`config.mk`:
```
export PLATFORM = sky130hd
export DESIGN_NAME = uart_alu_top
export DESIGN_NICKNAME = d
export VERILOG_FILES = /design/src/source/uart_alu_pkg.sv /design/src/source/baud_tick_gen.sv /design/src/source/uart_rx.sv /design/src/source/uart_tx.sv /design/src/source/alu_cmd_fsm.sv /design/src/source/alu.sv /design/src/source/uart_alu_top.sv
export SDC_FILE = /design/constraint.sdc
export NUM_CORES = 1
export LEC_CHECK = 0
export BUFFER_PORTS_ARGS = -buffer_cell sky130_fd_sc_hd__buf_2
export CAP_MARGIN = 25
export CORE_MARGIN = 2
export CORE_UTILIZATION = 55
export CTS_BUF_LIST = sky130_fd_sc_hd__clkbuf_4 sky130_fd_sc_hd__clkbuf_8
export DETAILED_ROUTE_END_ITERATION = 16
export GPL_TIMING_DRIVEN = 0
export HOLD_SLACK_MARGIN = 0.06
export PLACE_DENSITY = 0.71
export RECOVER_POWER = 100
export SLEW_MARGIN = 20
export SYNTH_ARGS = -nofsm -noshare
export SYNTH_HDL_FRONTEND = slang
export SYNTH_SLANG_ARGS = --single-unit
```
`constraint.sdc`:
```
create_clock -name i_clk -period 5.41 [get_ports i_clk]
set_input_delay 0.8115 -clock i_clk [delete_from_list [all_inputs] [get_ports i_clk]]
set_output_delay 0.8115 -clock i_clk [all_outputs]
set_load 0.01 [all_outputs]
```
`src/source/uart_alu_pkg.sv`:
```
package uart_alu_pkg;

   ////////////////////////////////////////////////////////////
   // Data path widths
   ////////////////////////////////////////////////////////////

   // One UART byte
   localparam int NB_DATA = 8;
   // Operation code, low bits of the third byte
   localparam int NB_OP   = 6;

   ////////////////////////////////////////////////////////////
   // Baud timing
   ////////////////////////////////////////////////////////////

   // System clocks per oversampling tick
   // Use 163 for 19,200 baud at 50 MHz
   localparam int BAUD_DIVISOR = 4;
   // Divider counter width
   localparam int NB_BAUD_CNT  = 8;
   // Ticks per bit
   localparam int OVERSAMPLE   = 16;
   // Ticks in the stop bit
   localparam int STOP_TICKS   = 16;
   // Tick counter width inside one bit
   localparam int NB_TICK_CNT  = $clog2(OVERSAMPLE);
   // Data bit index width
   localparam int NB_BIT_CNT   = $clog2(NB_DATA);

   ////////////////////////////////////////////////////////////
   // Operation codes
   ////////////////////////////////////////////////////////////

   // Arithmetic
   localparam logic [NB_OP-1:0] OP_ADD = 6'b100000;
   localparam logic [NB_OP-1:0] OP_SUB = 6'b100010;
   // Bitwise logic
   localparam logic [NB_OP-1:0] OP_AND = 6'b100100;
   localparam logic [NB_OP-1:0] OP_OR  = 6'b100101;
   localparam logic [NB_OP-1:0] OP_XOR = 6'b100110;
   localparam logic [NB_OP-1:0] OP_NOR = 6'b100111;
   // Shifts, amount from b
   localparam logic [NB_OP-1:0] OP_SRA = 6'b000011;
   localparam logic [NB_OP-1:0] OP_SRL = 6'b000010;

   ////////////////////////////////////////////////////////////
   // Request from sequencer to ALU
   ////////////////////////////////////////////////////////////

   // First received byte in a, second in b, third in op
   typedef struct packed {
      logic [NB_DATA-1:0] a;
      logic [NB_DATA-1:0] b;
      logic [NB_OP-1:0]   op;
   } alu_req_t;

endpackage

```
`src/source/baud_tick_gen.sv`:
```
`timescale 1ns/10ps

module baud_tick_gen (
   input  logic i_clk,
   input  logic i_rst_n,
   output logic o_tick
);

   import uart_alu_pkg::*;

   // Free running divider count
   logic [NB_BAUD_CNT-1:0] baud_cnt;
   // Last count before wrap
   logic                   cnt_wrap;

   assign cnt_wrap = (baud_cnt == NB_BAUD_CNT'(BAUD_DIVISOR - 1));

   // Counter wraps every BAUD_DIVISOR clocks
   // Tick is registered, one clock wide
   always_ff @(posedge i_clk or negedge i_rst_n) begin
      if (!i_rst_n) begin
         baud_cnt <= '0;
         o_tick   <= 1'b0;
      end else begin
         o_tick <= cnt_wrap;
         if (cnt_wrap) begin
            baud_cnt <= '0;
         end else begin
            baud_cnt <= baud_cnt + 1'b1;
         end
      end
   end

endmodule

```
`src/source/uart_rx.sv`:
```
`timescale 1ns/10ps

module uart_rx (
   input  logic                             i_clk,
   input  logic                             i_rst_n,
   input  logic                             i_tick,
   input  logic                             i_rx,
   output logic [uart_alu_pkg::NB_DATA-1:0] o_data,
   output logic                             o_done
);

   import uart_alu_pkg::*;

   typedef enum logic [1:0] {
      ST_IDLE,
      ST_START,
      ST_DATA,
      ST_STOP
   } rx_state_t;

   rx_state_t              state;
   rx_state_t              state_next;
   logic [NB_TICK_CNT-1:0] s_cnt;
   logic [NB_TICK_CNT-1:0] s_cnt_next;
   logic [NB_BIT_CNT-1:0]  n_cnt;
   logic [NB_BIT_CNT-1:0]  n_cnt_next;
   logic [NB_DATA-1:0]     shift;
   logic [NB_DATA-1:0]     shift_next;
   logic                   done_next;
   // Two flop line synchronizer
   logic                   rx_meta;
   logic                   rx_sync;

   ////////////////////////////////////////////////////////////
   // Control registers
   ////////////////////////////////////////////////////////////

   // Line idles high, so the synchronizer resets high
   always_ff @(posedge i_clk or negedge i_rst_n) begin
      if (!i_rst_n) begin
         rx_meta <= 1'b1;
         rx_sync <= 1'b1;
         state   <= ST_IDLE;
         s_cnt   <= '0;
         n_cnt   <= '0;
         o_done  <= 1'b0;
      end else begin
         rx_meta <= i_rx;
         rx_sync <= rx_meta;
         state   <= state_next;
         s_cnt   <= s_cnt_next;
         n_cnt   <= n_cnt_next;
         o_done  <= done_next;
      end
   end

   // Shift register and output byte
   always_ff @(posedge i_clk) begin
      shift <= shift_next;
      if (done_next) begin
         o_data <= shift;
      end
   end

   ////////////////////////////////////////////////////////////
   // Next state
   ////////////////////////////////////////////////////////////

   always_comb begin
      state_next = state;
      s_cnt_next = s_cnt;
      n_cnt_next = n_cnt;
      shift_next = shift;
      done_next  = 1'b0;
      case (state)
         // Wait for falling edge
         ST_IDLE: begin
            if (!rx_sync) begin
               state_next = ST_START;
               s_cnt_next = '0;
            end
         end
         // Half a bit to mid start, drop glitches there
         ST_START: begin
            if (i_tick) begin
               if (s_cnt == NB_TICK_CNT'(OVERSAMPLE / 2 - 1)) begin
                  if (rx_sync) begin
                     state_next = ST_IDLE;
                  end else begin
                     state_next = ST_DATA;
                     s_cnt_next = '0;
                     n_cnt_next = '0;
                  end
               end else begin
                  s_cnt_next = s_cnt + 1'b1;
               end
            end
         end
         // One sample per bit, LSB first
         ST_DATA: begin
            if (i_tick) begin
               if (s_cnt == NB_TICK_CNT'(OVERSAMPLE - 1)) begin
                  s_cnt_next = '0;
                  shift_next = {rx_sync, shift[NB_DATA-1:1]};
                  if (n_cnt == NB_BIT_CNT'(NB_DATA - 1)) begin
                     state_next = ST_STOP;
                  end else begin
                     n_cnt_next = n_cnt + 1'b1;
                  end
               end else begin
                  s_cnt_next = s_cnt + 1'b1;
               end
            end
         end
         // Mid stop sample, a low stop bit loses the frame
         ST_STOP: begin
            if (i_tick) begin
               if (s_cnt == NB_TICK_CNT'(STOP_TICKS - 1)) begin
                  state_next = ST_IDLE;
                  done_next  = rx_sync;
               end else begin
                  s_cnt_next = s_cnt + 1'b1;
               end
            end
         end
         default: state_next = ST_IDLE;
      endcase
   end

endmodule

```
`src/source/uart_tx.sv`:
```
`timescale 1ns/10ps

module uart_tx (
   input  logic                             i_clk,
   input  logic                             i_rst_n,
   input  logic                             i_tick,
   input  logic                             i_start,
   input  logic [uart_alu_pkg::NB_DATA-1:0] i_data,
   output logic                             o_tx,
   output logic                             o_busy
);

   import uart_alu_pkg::*;

   typedef enum logic [1:0] {
      ST_IDLE,
      ST_START,
      ST_DATA,
      ST_STOP
   } tx_state_t;

   tx_state_t              state;
   tx_state_t              state_next;
   logic [NB_TICK_CNT-1:0] s_cnt;
   logic [NB_TICK_CNT-1:0] s_cnt_next;
   logic [NB_BIT_CNT-1:0]  n_cnt;
   logic [NB_BIT_CNT-1:0]  n_cnt_next;
   logic [NB_DATA-1:0]     shift;
   logic [NB_DATA-1:0]     shift_next;
   logic                   tx_next;

   // Busy for the whole frame
   assign o_busy = (state != ST_IDLE);

   // Line register, high out of reset
   always_ff @(posedge i_clk or negedge i_rst_n) begin
      if (!i_rst_n) begin
         state <= ST_IDLE;
         s_cnt <= '0;
         n_cnt <= '0;
         o_tx  <= 1'b1;
      end else begin
         state <= state_next;
         s_cnt <= s_cnt_next;
         n_cnt <= n_cnt_next;
         o_tx  <= tx_next;
      end
   end

   always_ff @(posedge i_clk) begin
      shift <= shift_next;
   end

   always_comb begin
      state_next = state;
      s_cnt_next = s_cnt;
      n_cnt_next = n_cnt;
      shift_next = shift;
      tx_next    = o_tx;
      case (state)
         // Latch byte and drop the line
         ST_IDLE: begin
            tx_next = 1'b1;
            if (i_start) begin
               state_next = ST_START;
               s_cnt_next = '0;
               shift_next = i_data;
               tx_next    = 1'b0;
            end
         end
         // Start bit, then put out bit 0
         ST_START: begin
            if (i_tick) begin
               if (s_cnt == NB_TICK_CNT'(OVERSAMPLE - 1)) begin
                  state_next = ST_DATA;
                  s_cnt_next = '0;
                  n_cnt_next = '0;
                  tx_next    = shift[0];
               end else begin
                  s_cnt_next = s_cnt + 1'b1;
               end
            end
         end
         ST_DATA: begin
            if (i_tick) begin
               if (s_cnt == NB_TICK_CNT'(OVERSAMPLE - 1)) begin
                  s_cnt_next = '0;
                  shift_next = shift >> 1;
                  // Last data bit done, go to stop level
                  if (n_cnt == NB_BIT_CNT'(NB_DATA - 1)) begin
                     state_next = ST_STOP;
                     tx_next    = 1'b1;
                  end else begin
                     n_cnt_next = n_cnt + 1'b1;
                     tx_next    = shift[1];
                  end
               end else begin
                  s_cnt_next = s_cnt + 1'b1;
               end
            end
         end
         // Hold stop level
         ST_STOP: begin
            if (i_tick) begin
               if (s_cnt == NB_TICK_CNT'(STOP_TICKS - 1)) begin
                  state_next = ST_IDLE;
               end else begin
                  s_cnt_next = s_cnt + 1'b1;
               end
            end
         end
         default: state_next = ST_IDLE;
      endcase
   end

endmodule

```
`src/source/alu_cmd_fsm.sv`:
```
`timescale 1ns/10ps

module alu_cmd_fsm (
   input  logic                             i_clk,
   input  logic                             i_rst_n,
   input  logic [uart_alu_pkg::NB_DATA-1:0] i_rx_data,
   input  logic                             i_rx_done,
   input  logic [uart_alu_pkg::NB_DATA-1:0] i_result,
   input  logic                             i_tx_busy,
   output uart_alu_pkg::alu_req_t           o_req,
   output logic                             o_tx_start,
   output logic [uart_alu_pkg::NB_DATA-1:0] o_tx_data
);

   import uart_alu_pkg::*;

   typedef enum logic [1:0] {
      ST_WAIT_A,
      ST_WAIT_B,
      ST_WAIT_OP,
      ST_LAUNCH
   } seq_state_t;

   seq_state_t state;
   // Next operand A came in while the reply waited
   logic       a_pending;
   // Reply goes out this cycle
   logic       launch;

   assign launch = (state == ST_LAUNCH) && !i_tx_busy;

   ////////////////////////////////////////////////////////////
   // Sequence control
   ////////////////////////////////////////////////////////////

   always_ff @(posedge i_clk or negedge i_rst_n) begin
      if (!i_rst_n) begin
         state      <= ST_WAIT_A;
         a_pending  <= 1'b0;
         o_tx_start <= 1'b0;
      end else begin
         o_tx_start <= launch;
         case (state)
            ST_WAIT_A: begin
               if (i_rx_done) begin
                  state <= ST_WAIT_B;
               end
            end
            ST_WAIT_B: begin
               if (i_rx_done) begin
                  state <= ST_WAIT_OP;
               end
            end
            ST_WAIT_OP: begin
               if (i_rx_done) begin
                  state <= ST_LAUNCH;
               end
            end
            // Skip ahead if A already arrived
            ST_LAUNCH: begin
               if (launch) begin
                  a_pending <= 1'b0;
                  state     <= (a_pending || i_rx_done) ? ST_WAIT_B : ST_WAIT_A;
               end else if (i_rx_done) begin
                  a_pending <= 1'b1;
               end
            end
            default: state <= ST_WAIT_A;
         endcase
      end
   end

   ////////////////////////////////////////////////////////////
   // Operand and reply registers
   ////////////////////////////////////////////////////////////

   always_ff @(posedge i_clk) begin
      if (i_rx_done) begin
         case (state)
            ST_WAIT_A, ST_LAUNCH: o_req.a <= i_rx_data;
            ST_WAIT_B:            o_req.b <= i_rx_data;
            // Only the low bits carry the opcode
            ST_WAIT_OP:           o_req.op <= i_rx_data[NB_OP-1:0];
            default:              o_req.a <= i_rx_data;
         endcase
      end
      if (launch) begin
         o_tx_data <= i_result;
      end
   end

endmodule

```
`src/source/alu.sv`:
```
`timescale 1ns/10ps

module alu (
   input  uart_alu_pkg::alu_req_t           i_req,
   output logic [uart_alu_pkg::NB_DATA-1:0] o_result
);

   import uart_alu_pkg::*;

   // Shift amount, low 3 bits of b
   logic [NB_BIT_CNT-1:0] shamt;

   assign shamt = i_req.b[NB_BIT_CNT-1:0];

   // Results wrap to 8 bits
   always_comb begin
      case (i_req.op)
         OP_ADD: o_result = i_req.a + i_req.b;
         OP_SUB: o_result = i_req.a - i_req.b;
         OP_AND: o_result = i_req.a & i_req.b;
         OP_OR:  o_result = i_req.a | i_req.b;
         OP_XOR: o_result = i_req.a ^ i_req.b;
         OP_NOR: o_result = ~(i_req.a | i_req.b);
         // Sign bit fills from the left
         OP_SRA: o_result = $unsigned($signed(i_req.a) >>> shamt);
         OP_SRL: o_result = i_req.a >> shamt;
         // Undefined codes
         default: o_result = '0;
      endcase
   end

endmodule

```
`src/source/uart_alu_top.sv`:
```
`timescale 1ns/10ps

module uart_alu_top (
   input  logic i_clk,
   input  logic i_rst_n,
   input  logic i_rx,
   output logic o_tx
);

   import uart_alu_pkg::*;

   // Oversampling tick to both UART halves
   logic               tick;
   // Receiver to sequencer
   logic [NB_DATA-1:0] rx_data;
   logic               rx_done;
   // Sequencer and ALU
   alu_req_t           alu_req;
   logic [NB_DATA-1:0] alu_result;
   // Sequencer and transmitter
   logic               tx_start;
   logic [NB_DATA-1:0] tx_data;
   logic               tx_busy;

   ////////////////////////////////////////////////////////////
   // Timing and serial front end
   ////////////////////////////////////////////////////////////

   baud_tick_gen u_baud_tick_gen (
      .i_clk   (i_clk),
      .i_rst_n (i_rst_n),
      .o_tick  (tick)
   );

   uart_rx u_uart_rx (
      .i_clk   (i_clk),
      .i_rst_n (i_rst_n),
      .i_tick  (tick),
      .i_rx    (i_rx),
      .o_data  (rx_data),
      .o_done  (rx_done)
   );

   ////////////////////////////////////////////////////////////
   // Command path
   ////////////////////////////////////////////////////////////

   alu_cmd_fsm u_alu_cmd_fsm (
      .i_clk      (i_clk),
      .i_rst_n    (i_rst_n),
      .i_rx_data  (rx_data),
      .i_rx_done  (rx_done),
      .i_result   (alu_result),
      .i_tx_busy  (tx_busy),
      .o_req      (alu_req),
      .o_tx_start (tx_start),
      .o_tx_data  (tx_data)
   );

   alu u_alu (
      .i_req    (alu_req),
      .o_result (alu_result)
   );

   // Reply back to the host
   uart_tx u_uart_tx (
      .i_clk   (i_clk),
      .i_rst_n (i_rst_n),
      .i_tick  (tick),
      .i_start (tx_start),
      .i_data  (tx_data),
      .o_tx    (o_tx),
      .o_busy  (tx_busy)
   );

endmodule

```
==> metrics, run 1 <==
filler cell count=700; IO Pins=4; CTS tree=yes; status=finished with violations; CTS Hold Bufs=0; worst hold-check path type=flip-flop to flip-flop; Worst setup SP type=flip-flop; simple-gate share of the synthesized area=0.1177; Resized cells post-CTS=0; syn_nets=483; skew final=12.26 ps; Bufs and invs on worst path=2; WP data arrival=between 3000 and 4000 ps; Pleak=2.250 nW; switch share=0.2534; worst-path maximum fanout=10; Die Wd=roughly 99 um; final worst path period need=3405 ps; Post-CTS Setup Bufs=0; Max Freq=293.7 MHz; synth top area cells=edfxtp_1 32%, dfrtp_1 16%, ha_1 10%; worst relative slew slack=-0.2422; Post-route DRC=0; Vias=3,296; Compound-Gate Fraction of Synth Area=0.1315; number of synthesized register bits=between 80 and 90; Combinational Power Share=0.096; global-route wire length before repair=15,150 um; initial cell density of the core=0.5701; Worst VDD drop=158.8 uV; power per cell area=approximately 240 nW/um^2; Overall Global Routing Usage=0.1932; sequential share of the synthesized area=0.5006; Die Area=9862 um^2; final WL=8840 um; Pint=0.9739 mW; worst-case clock buffer depth=2; post-synth top area cell=edfxtp_1; CP required=roughly 5500 ps; dpl hpwl=roughly 6500 um; row count=34; DR iter-0 viols=244; post-route setup TNS=0 ps; Synth Area in Adders=0.1042; detailed-router iteration count before antenna repair=5; Slew Limit Fails=36; Fin. Hold Viols=0; multiplexer share of the synthesized area=0.08214; most frequent cells after synthesis=54 x edfxtp_1, 40 x ha_1, 36 x nor2_1, 32 x dfrtp_1, 31 x inv_1; failing checks=max-capacitance violations, max-slew violations; Wirelength per Cell=15.59 um; endpoints failing setup=0; Crit-path slowest cell=edfxtp_1; share of the synthesized area in the top cell type=0.3246; Post-synth EDFFs=54; fin nets=498; largest family of logic cells by synthesized area=compound AO/OA/AOI/OAI gates; critical-path cell list=clkbuf_1 -> inv_1 -> ha_1 -> nand2_1 -> o21ai_0 -> xnor2_1 -> ha_1 -> a21o_1 -> a31o_2 -> a21o_1 -> nor4b_1 -> or3b_1; IO Port Bufs=3; Vias per Instance=5.813; ys async rst share=0.3933; Ys Warns=0; count leader, synth=edfxtp_1; Die H=99.31 um; Sequential Power Share=0.583; Critical Path Max Stage Delay=500 ps; Critical Path Sink Type=flip-flop; ANT cells=0; cell area after synthesis=between 4000 and 5000 um^2; grt ovf=0; Synth Flop Type=edfxtp_1; P_sw=0.3306 mW; Post-Syn Area per Cell=about 11 um^2; CTS buffer count=9; Post-DRT Antenna Nets=0; Reg clk slew, reported paths=90 ps; vias in the first global route=3,162; CTS root buffer=clkbuf_8; initial antenna violation count=0; clock sinks=89; H-tree lvl count=3; crit share post-route=0.6294; Clock Latency Late Sink=360 ps; fraction of layout cells with a size suffix above 1=0.09150; Area growth, synth to finish=6.637%; RSZ-0062 raised after global routing=false; synth unique cells=67; largest delay contributor family on the critical path=compound AO/OA/AOI/OAI gates; Post-Synth XOR/XNOR Area=0.02630; post-synthesis cell count=439; clock network fraction of total power=0.321; Max Cap Violations=1; largest net degree at the start of global routing=36; Power Total=approximately 1.3 mW; core area=8763 um^2; placer congestion estimate=0.9233; Setup CP Type=flip-flop to flip-flop; worst-margin pin slew=1863 ps
==> cell usage in the layout, fill, tap and decap left out, types with 3 or more instances in the layout <==
| master | count |
|---|---|
| clkbuf_1 | 15 |
| mux2i_1 | 14 |
| a211oi_1 | 3 |
| and3_1 | 5 |
| nand3b_1 | 3 |
| clkbuf_8 | 10 |
| edfxtp_1 | 54 |
| dfrtp_1 | 32 |
| and2_0 | 3 |
| nor2_1 | 36 |
| xor2_1 | 4 |
| a21o_1 | 6 |
| a21oi_1 | 24 |
| a22o_1 | 5 |
| o21ai_0 | 23 |
| nand2_1 | 21 |
| xnor2_1 | 11 |
| or3_1 | 3 |
| o221ai_1 | 5 |
| a31oi_1 | 3 |
| ha_1 | 40 |
| mux2_2 | 10 |
| o31ai_1 | 4 |
| mux2_1 | 4 |
| nor3_1 | 7 |
| inv_1 | 32 |
| nand2b_1 | 7 |
| nand3_1 | 8 |
| mux4_2 | 5 |
| nor2b_1 | 3 |
| o22ai_1 | 7 |
==> path summary, 6_finish.rpt <==
check | end | depth (start not counted) | startpoint | slack, ps
max | u_alu_cmd_fsm.o_tx_data[7] | 12 | u_alu_cmd_fsm.o_req[6] | 2000
min | u_uart_rx.rx_sync | 0 | u_uart_rx.rx_meta | 360
max reg2reg | u_alu_cmd_fsm.o_tx_data[7] | 12 | u_alu_cmd_fsm.o_req[6] | 2000
min reg2reg | u_uart_rx.rx_sync | 0 | u_uart_rx.rx_meta | 360
max in group asynchronous | u_uart_rx.state[0] | 1 | i_rst_n | 3380
min in group asynchronous | u_uart_tx.n_cnt[2] | 1 | i_rst_n | 950
==> area by class of cell <==
| cell class | count | area, um^2 | area share |
|---|---|---|---|
| Sequential cell | 89 | 2501 | 0.4695 |
| Tap cell | 108 | 135.1 | 0.02536 |
| Timing Repair Buffer | 4 | 16.27 | 0.003053 |
| Clock inverter | 6 | 42.54 | 0.007985 |
| Inverter | 33 | 123.9 | 0.02325 |
| Multi-Input combinational cell | 303 | 2307 | 0.4331 |
| Buffer | 14 | 63.81 | 0.01198 |
| Clock buffer | 10 | 137.6 | 0.02583 |
==> per-layer routing <==
metal / part of all wire / vias to the layer above / routed length, um / global-route usage
li1: - / 1639 / - / -
met1: 0.48 / 1584 / 4237 / 0.2646
met2: 0.46 / 61 / 4098 / 0.3103
met3: 0.043 / 12 / 379 / 0.04568
met4: 0.014 / 0 / 124 / 0.05585
met5: 0 / - / 0 / 0
==> through the flow <==
stage	cells	hold WS, ps	utilization	cell area (um^2)	setup WS (ps)
final	567	361.3	0.6079	5328	2005
after global routing	567	355.5	0.6079	5328	1812
after CTS	567	353.9	0.6084	5331	2005
after detailed placement	551	347.5	0.5878	5151	2008
after global placement	550	346.1	0.5872	5146	2019
after floorplan	439	345.2	-	4996	2357
==> sequential cells by signal, summed over array words and instances, names as in the netlist, named ones only <==
| signal | flops |
|---|---|
| u_alu_cmd_fsm.o_req | 22 |
| u_alu_cmd_fsm.o_tx_data | 8 |
| u_baud_tick_gen.baud_cnt | 8 |
| u_uart_rx.o_data | 8 |
| u_uart_rx.shift | 8 |
| u_uart_tx.shift | 8 |
| u_uart_rx.s_cnt | 4 |
| u_uart_tx.s_cnt | 4 |
| u_uart_rx.n_cnt | 3 |
| u_uart_tx.n_cnt | 3 |
| u_alu_cmd_fsm.state | 2 |
| u_uart_tx.state | 2 |
| u_alu_cmd_fsm.a_pending | 1 |
| u_alu_cmd_fsm.o_tx_start | 1 |
| u_baud_tick_gen.o_tick | 1 |
| u_uart_rx.o_done | 1 |
| u_uart_rx.rx_meta | 1 |
| u_uart_rx.rx_sync | 1 |
| u_uart_rx.state | 1 |
| u_uart_tx.o_tx | 1 |
==> power by group through the flow <==
stage	logic, mW	clock network [mW]	registers, mW
2_1_floorplan	0.102	0	0.771
3_3_place_gp	0.122	0	0.774
3_5_place_dp	0.127	0	0.775
4_1_cts	0.127	0.432	0.761
5_1_grt	0.146	0.462	0.764
6_report	0.126	0.418	0.761
==> cells by family after synthesis <==
| kind of cell | Yosys count |
|---|---|
| AND/OR/NAND/NOR | 113 |
| adder cells (fa/ha/maj) | 41 |
| XOR/XNOR | 15 |
| flip-flops | 89 |
| AO/OA/AOI/OAI | 101 |
| multiplexers | 33 |
| buffers and inverters | 47 |
(Power assumes the default switching activity.)
==> run 2: changes to the inputs <==
--- a/config.mk
+++ b/config.mk
@@ -5,6 +5,7 @@
 export SDC_FILE = /design/constraint.sdc
 export NUM_CORES = 1
 export LEC_CHECK = 0
+export ABC_AREA = 1
 export BUFFER_PORTS_ARGS = -buffer_cell sky130_fd_sc_hd__buf_2
 export CAP_MARGIN = 25
 export CORE_MARGIN = 2
@@ -13,7 +14,7 @@
 export DETAILED_ROUTE_END_ITERATION = 16
 export GPL_TIMING_DRIVEN = 0
 export HOLD_SLACK_MARGIN = 0.06
-export PLACE_DENSITY = 0.71
+export PLACE_DENSITY = 0.73
 export RECOVER_POWER = 100
 export SLEW_MARGIN = 20
 export SYNTH_ARGS = -nofsm -noshare
==> constraint.sdc (replaced) <==
create_clock -name i_clk -period 2.9 [get_ports i_clk]
set_input_delay 0.435 -clock i_clk [delete_from_list [all_inputs] [get_ports i_clk]]
set_output_delay 0.435 -clock i_clk [all_outputs]
set_load 0.01 [all_outputs]
==> run 2 against run 1 <==
The run still ends with max-capacitance violations, max-slew violations left. Utilization fell by 0.82 points. Critical path depth rose by 2. Final cell count rose by 27%. Register-to-register slack got worse by 1800 ps. Total power rose to 2.7 times the previous value. Fmax rose by 27%. Clock power rose by 110%. Clock skew rose by 6.9 ps. Global-route usage rose by 2.2 points. Wire length rose by 12%. Cell area rose by 3.0%.
==> metrics, run 2 <==
Largest register FFs=22 (unchanged); Wirelength per Cell=13.73 um (-12%); final WL=9915 um (+12%); Post-Synth XOR/XNOR Area=0.02389 (-0.002405); number of synthesized register bits=89 (unchanged); leading cell type in the layout, fill and taps excluded=nand2_1; fin nets=650 (+31%); global-route wire length before repair=17,190 um (+13%); Power Total=3.490 mW (+170%); Post-Place Setup Slack=111.8 ps (-1896 ps); most frequent cells after synthesis=165 x nand2_1, 73 x inv_1, 54 x edfxtp_1, 48 x nand3_1, 44 x nor2_1; final worst path period need=2691 ps (-714.1 ps); Vias=3,823 (+16%); dpl cells=706 (+28%); syn_nets=634 (+31%); Pleak=2.592 nW (+15%); CP required=2990 ps (-2530 ps); Hold Startpoint=i_rx; Most flops, register=u_alu_cmd_fsm.o_req; sequential share of the synthesized area=0.4873 (-0.01330); Critical Path Sink Type=flip-flop; core area=9153 um^2 (+4.4%); CTS buffer count=9 (unchanged); worst-path maximum fanout=10 (unchanged); Resized cells post-CTS=0 (unchanged); worst hold-check path type=input pin to flip-flop; worst-case clock buffer depth=2 (unchanged); Worst VDD drop=535.2 uV (+240%); final instance area=5489 um^2 (+3.0%); worst relative slew slack=-0.2057 (+0.03649); hold path depth=1 (+1); IO Port Bufs=3 (unchanged); grt ovf=0 (unchanged); Worst setup SP type=flip-flop; Reg clk slew, reported paths=90 ps (about the same); worst hold slack=185.4 ps (-175.9 ps); final cell count without fillers=722 (+27%); Overall Global Routing Usage=0.2155 (+0.02221); largest family of logic cells by synthesized area=simple AND/OR/NAND/NOR gates; CTS Hold Bufs=0 (unchanged); CTS tree=yes; skew final=19.15 ps (+6.891 ps); detailed-router iteration count before antenna repair=4 (-1); cell count of the worst reg-to-reg path=14 (+2); largest net degree at the start of global routing=36 (unchanged); CTS root buffer=clkbuf_8; initial antenna violation count=0 (unchanged); Area growth, synth to finish=6.948%; worst-margin pin slew=1809 ps (-54.74 ps); endpoints failing setup=0 (unchanged); simple-gate share of the synthesized area=0.2443 (+0.1266); Synth Area in Adders=0.1014 (-0.002768); synth top area cells=edfxtp_1 32%, dfrtp_1 16%, nand2_1 12%; Fin. Hold Viols=0 (unchanged); post-route setup TNS=0 ps (unchanged); synth unique cells=40 (-40%); clock sinks=89 (unchanged); Synth Flop Type=edfxtp_1; Die H=100.6 um (+1.3%); Post-Syn Area per Cell=8.699 um^2 (-24%); DR iter-0 viols=123 (-50%); reg-to-reg slack, setup=210 ps (-1800 ps); Die Wd=100.6 um (+1.3%); dpl hpwl=7659 um (+19%); initial cell density of the core=0.5608 (-0.009337); failing checks=max-capacitance violations, max-slew violations; fraction of layout cells with a size suffix above 1=0.08183 (-0.009670); H-tree lvl count=3 (unchanged); share of the synthesized area in the top cell type=0.3159 (-0.008625); ys async rst share=0.3933 (unchanged); Post-DRT Antenna Nets=0 (unchanged); Vias per Instance=5.295 (-8.9%); Die Area=10,120 um^2 (+2.6%); IO Pins=4 (unchanged); Critical R2R Capture=u_alu_cmd_fsm.o_tx_data[6]; status=finished with violations; post-synthesis cell count=590 (+34%); placer congestion estimate=0.9107 (-1.4%); FF-to-FF Start=u_alu_cmd_fsm.o_req[6]; multiplexer share of the synthesized area=0 (-0.08214); Setup CP Type=flip-flop to flip-flop; Slew Limit Fails=36 (unchanged); Max Freq=371.6 MHz (+27%); RSZ-0062 raised after global routing=false; post-synth top area cell=edfxtp_1; WP data arrival=2780 ps (-730 ps); cell area after synthesis=5132 um^2 (+2.7%); commonest cells after routing, fill and taps aside=165 x nand2_1, 72 x inv_1, 54 x edfxtp_1, 48 x nand3_1, 47 x nor2_1; Ys Warns=0 (unchanged); row count=35 (+2.9%); Cell Area, Placed=5296 um^2 (+2.8%); Compound-Gate Fraction of Synth Area=0.07630 (-0.05518); Clock Latency Late Sink=350 ps (about the same); crit share post-route=0.9279 (+0.2985); worst hold endpoint=u_uart_rx.rx_meta; final core utilization=0.5997 (-0.008211); power per cell area=635.9 nW/um^2 (+160%); vias in the first global route=3,835 (+21%); Max Cap Violations=1 (unchanged); ANT cells=0 (unchanged); Post-route DRC=0 (unchanged); Post-synth EDFFs=54 (unchanged); final setup margin=209.0 ps (-1796 ps); Post-CTS Setup Bufs=0 (unchanged); count leader, synth=nand2_1
[run 2: cell type report]
class / count / area [um^2]
Buffer: 6 / 36.28
Inverter: 81 / 306.5
Clock inverter: 5 / 62.56
Multi-Input combinational cell: 414 / 2278
Sequential cell: 89 / 2501
Fill cell: 811 / 3664
Clock buffer: 11 / 145.1
Timing Repair Buffer: 5 / 20.02
Tap cell: 111 / 138.9
[run 2: worst max-delay path, cell delays in order (launching register included)]
cell      delay, ps
edfxtp_1        390
buf_2           230
inv_2           100
ha_1            210
inv_1            90
nor3_2           50
or2_0           230
xor2_1          150
ha_1            350
nand2_1          90
or2_2           310
nand3_1          70
nand2_1          50
nand3_1          60
nand2_1          70
[run 2: cells by family (layout without fill, tap and decap cells)]
group | Yosys count | after routing
simple gates | 291 | 291
flops | 89 | 89
buf+inv | 87 | 108
compound gates | 68 | 68
fa+ha+maj | 41 | 41
xor+xnor | 14 | 14
[run 2: worst max path at each step]
stage	start	endpoint	cells after the start
after global placement	u_alu_cmd_fsm.o_req[6]	u_alu_cmd_fsm.o_tx_data[7]	17
after global routing	u_alu_cmd_fsm.o_req[6]	u_alu_cmd_fsm.o_tx_data[7]	16
after detailed placement	u_alu_cmd_fsm.o_req[6]	u_alu_cmd_fsm.o_tx_data[7]	17
after floorplan	u_alu_cmd_fsm.o_req[6]	u_alu_cmd_fsm.o_tx_data[6]	14
after CTS	u_alu_cmd_fsm.o_req[6]	u_alu_cmd_fsm.o_tx_data[7]	17
final	u_alu_cmd_fsm.o_req[6]	u_alu_cmd_fsm.o_tx_data[6]	14
[run 2: power breakdown]
group          switching [mW]  internal (mW)  leakage, nW  total, mW
Combinational           0.616          0.305         1.54      0.921
Clock                   0.429          0.439        0.108      0.868
Sequential              0.122           1.58        0.949       1.70
[run 2: routing by layer]
layer	vias up	routed length (um)	global-route usage
li1	1961	-	-
met5	-	0	0
met3	19	432	0.04092
met2	69	4742	0.3600
met1	1774	4476	0.2766
met4	0	263	0.08746
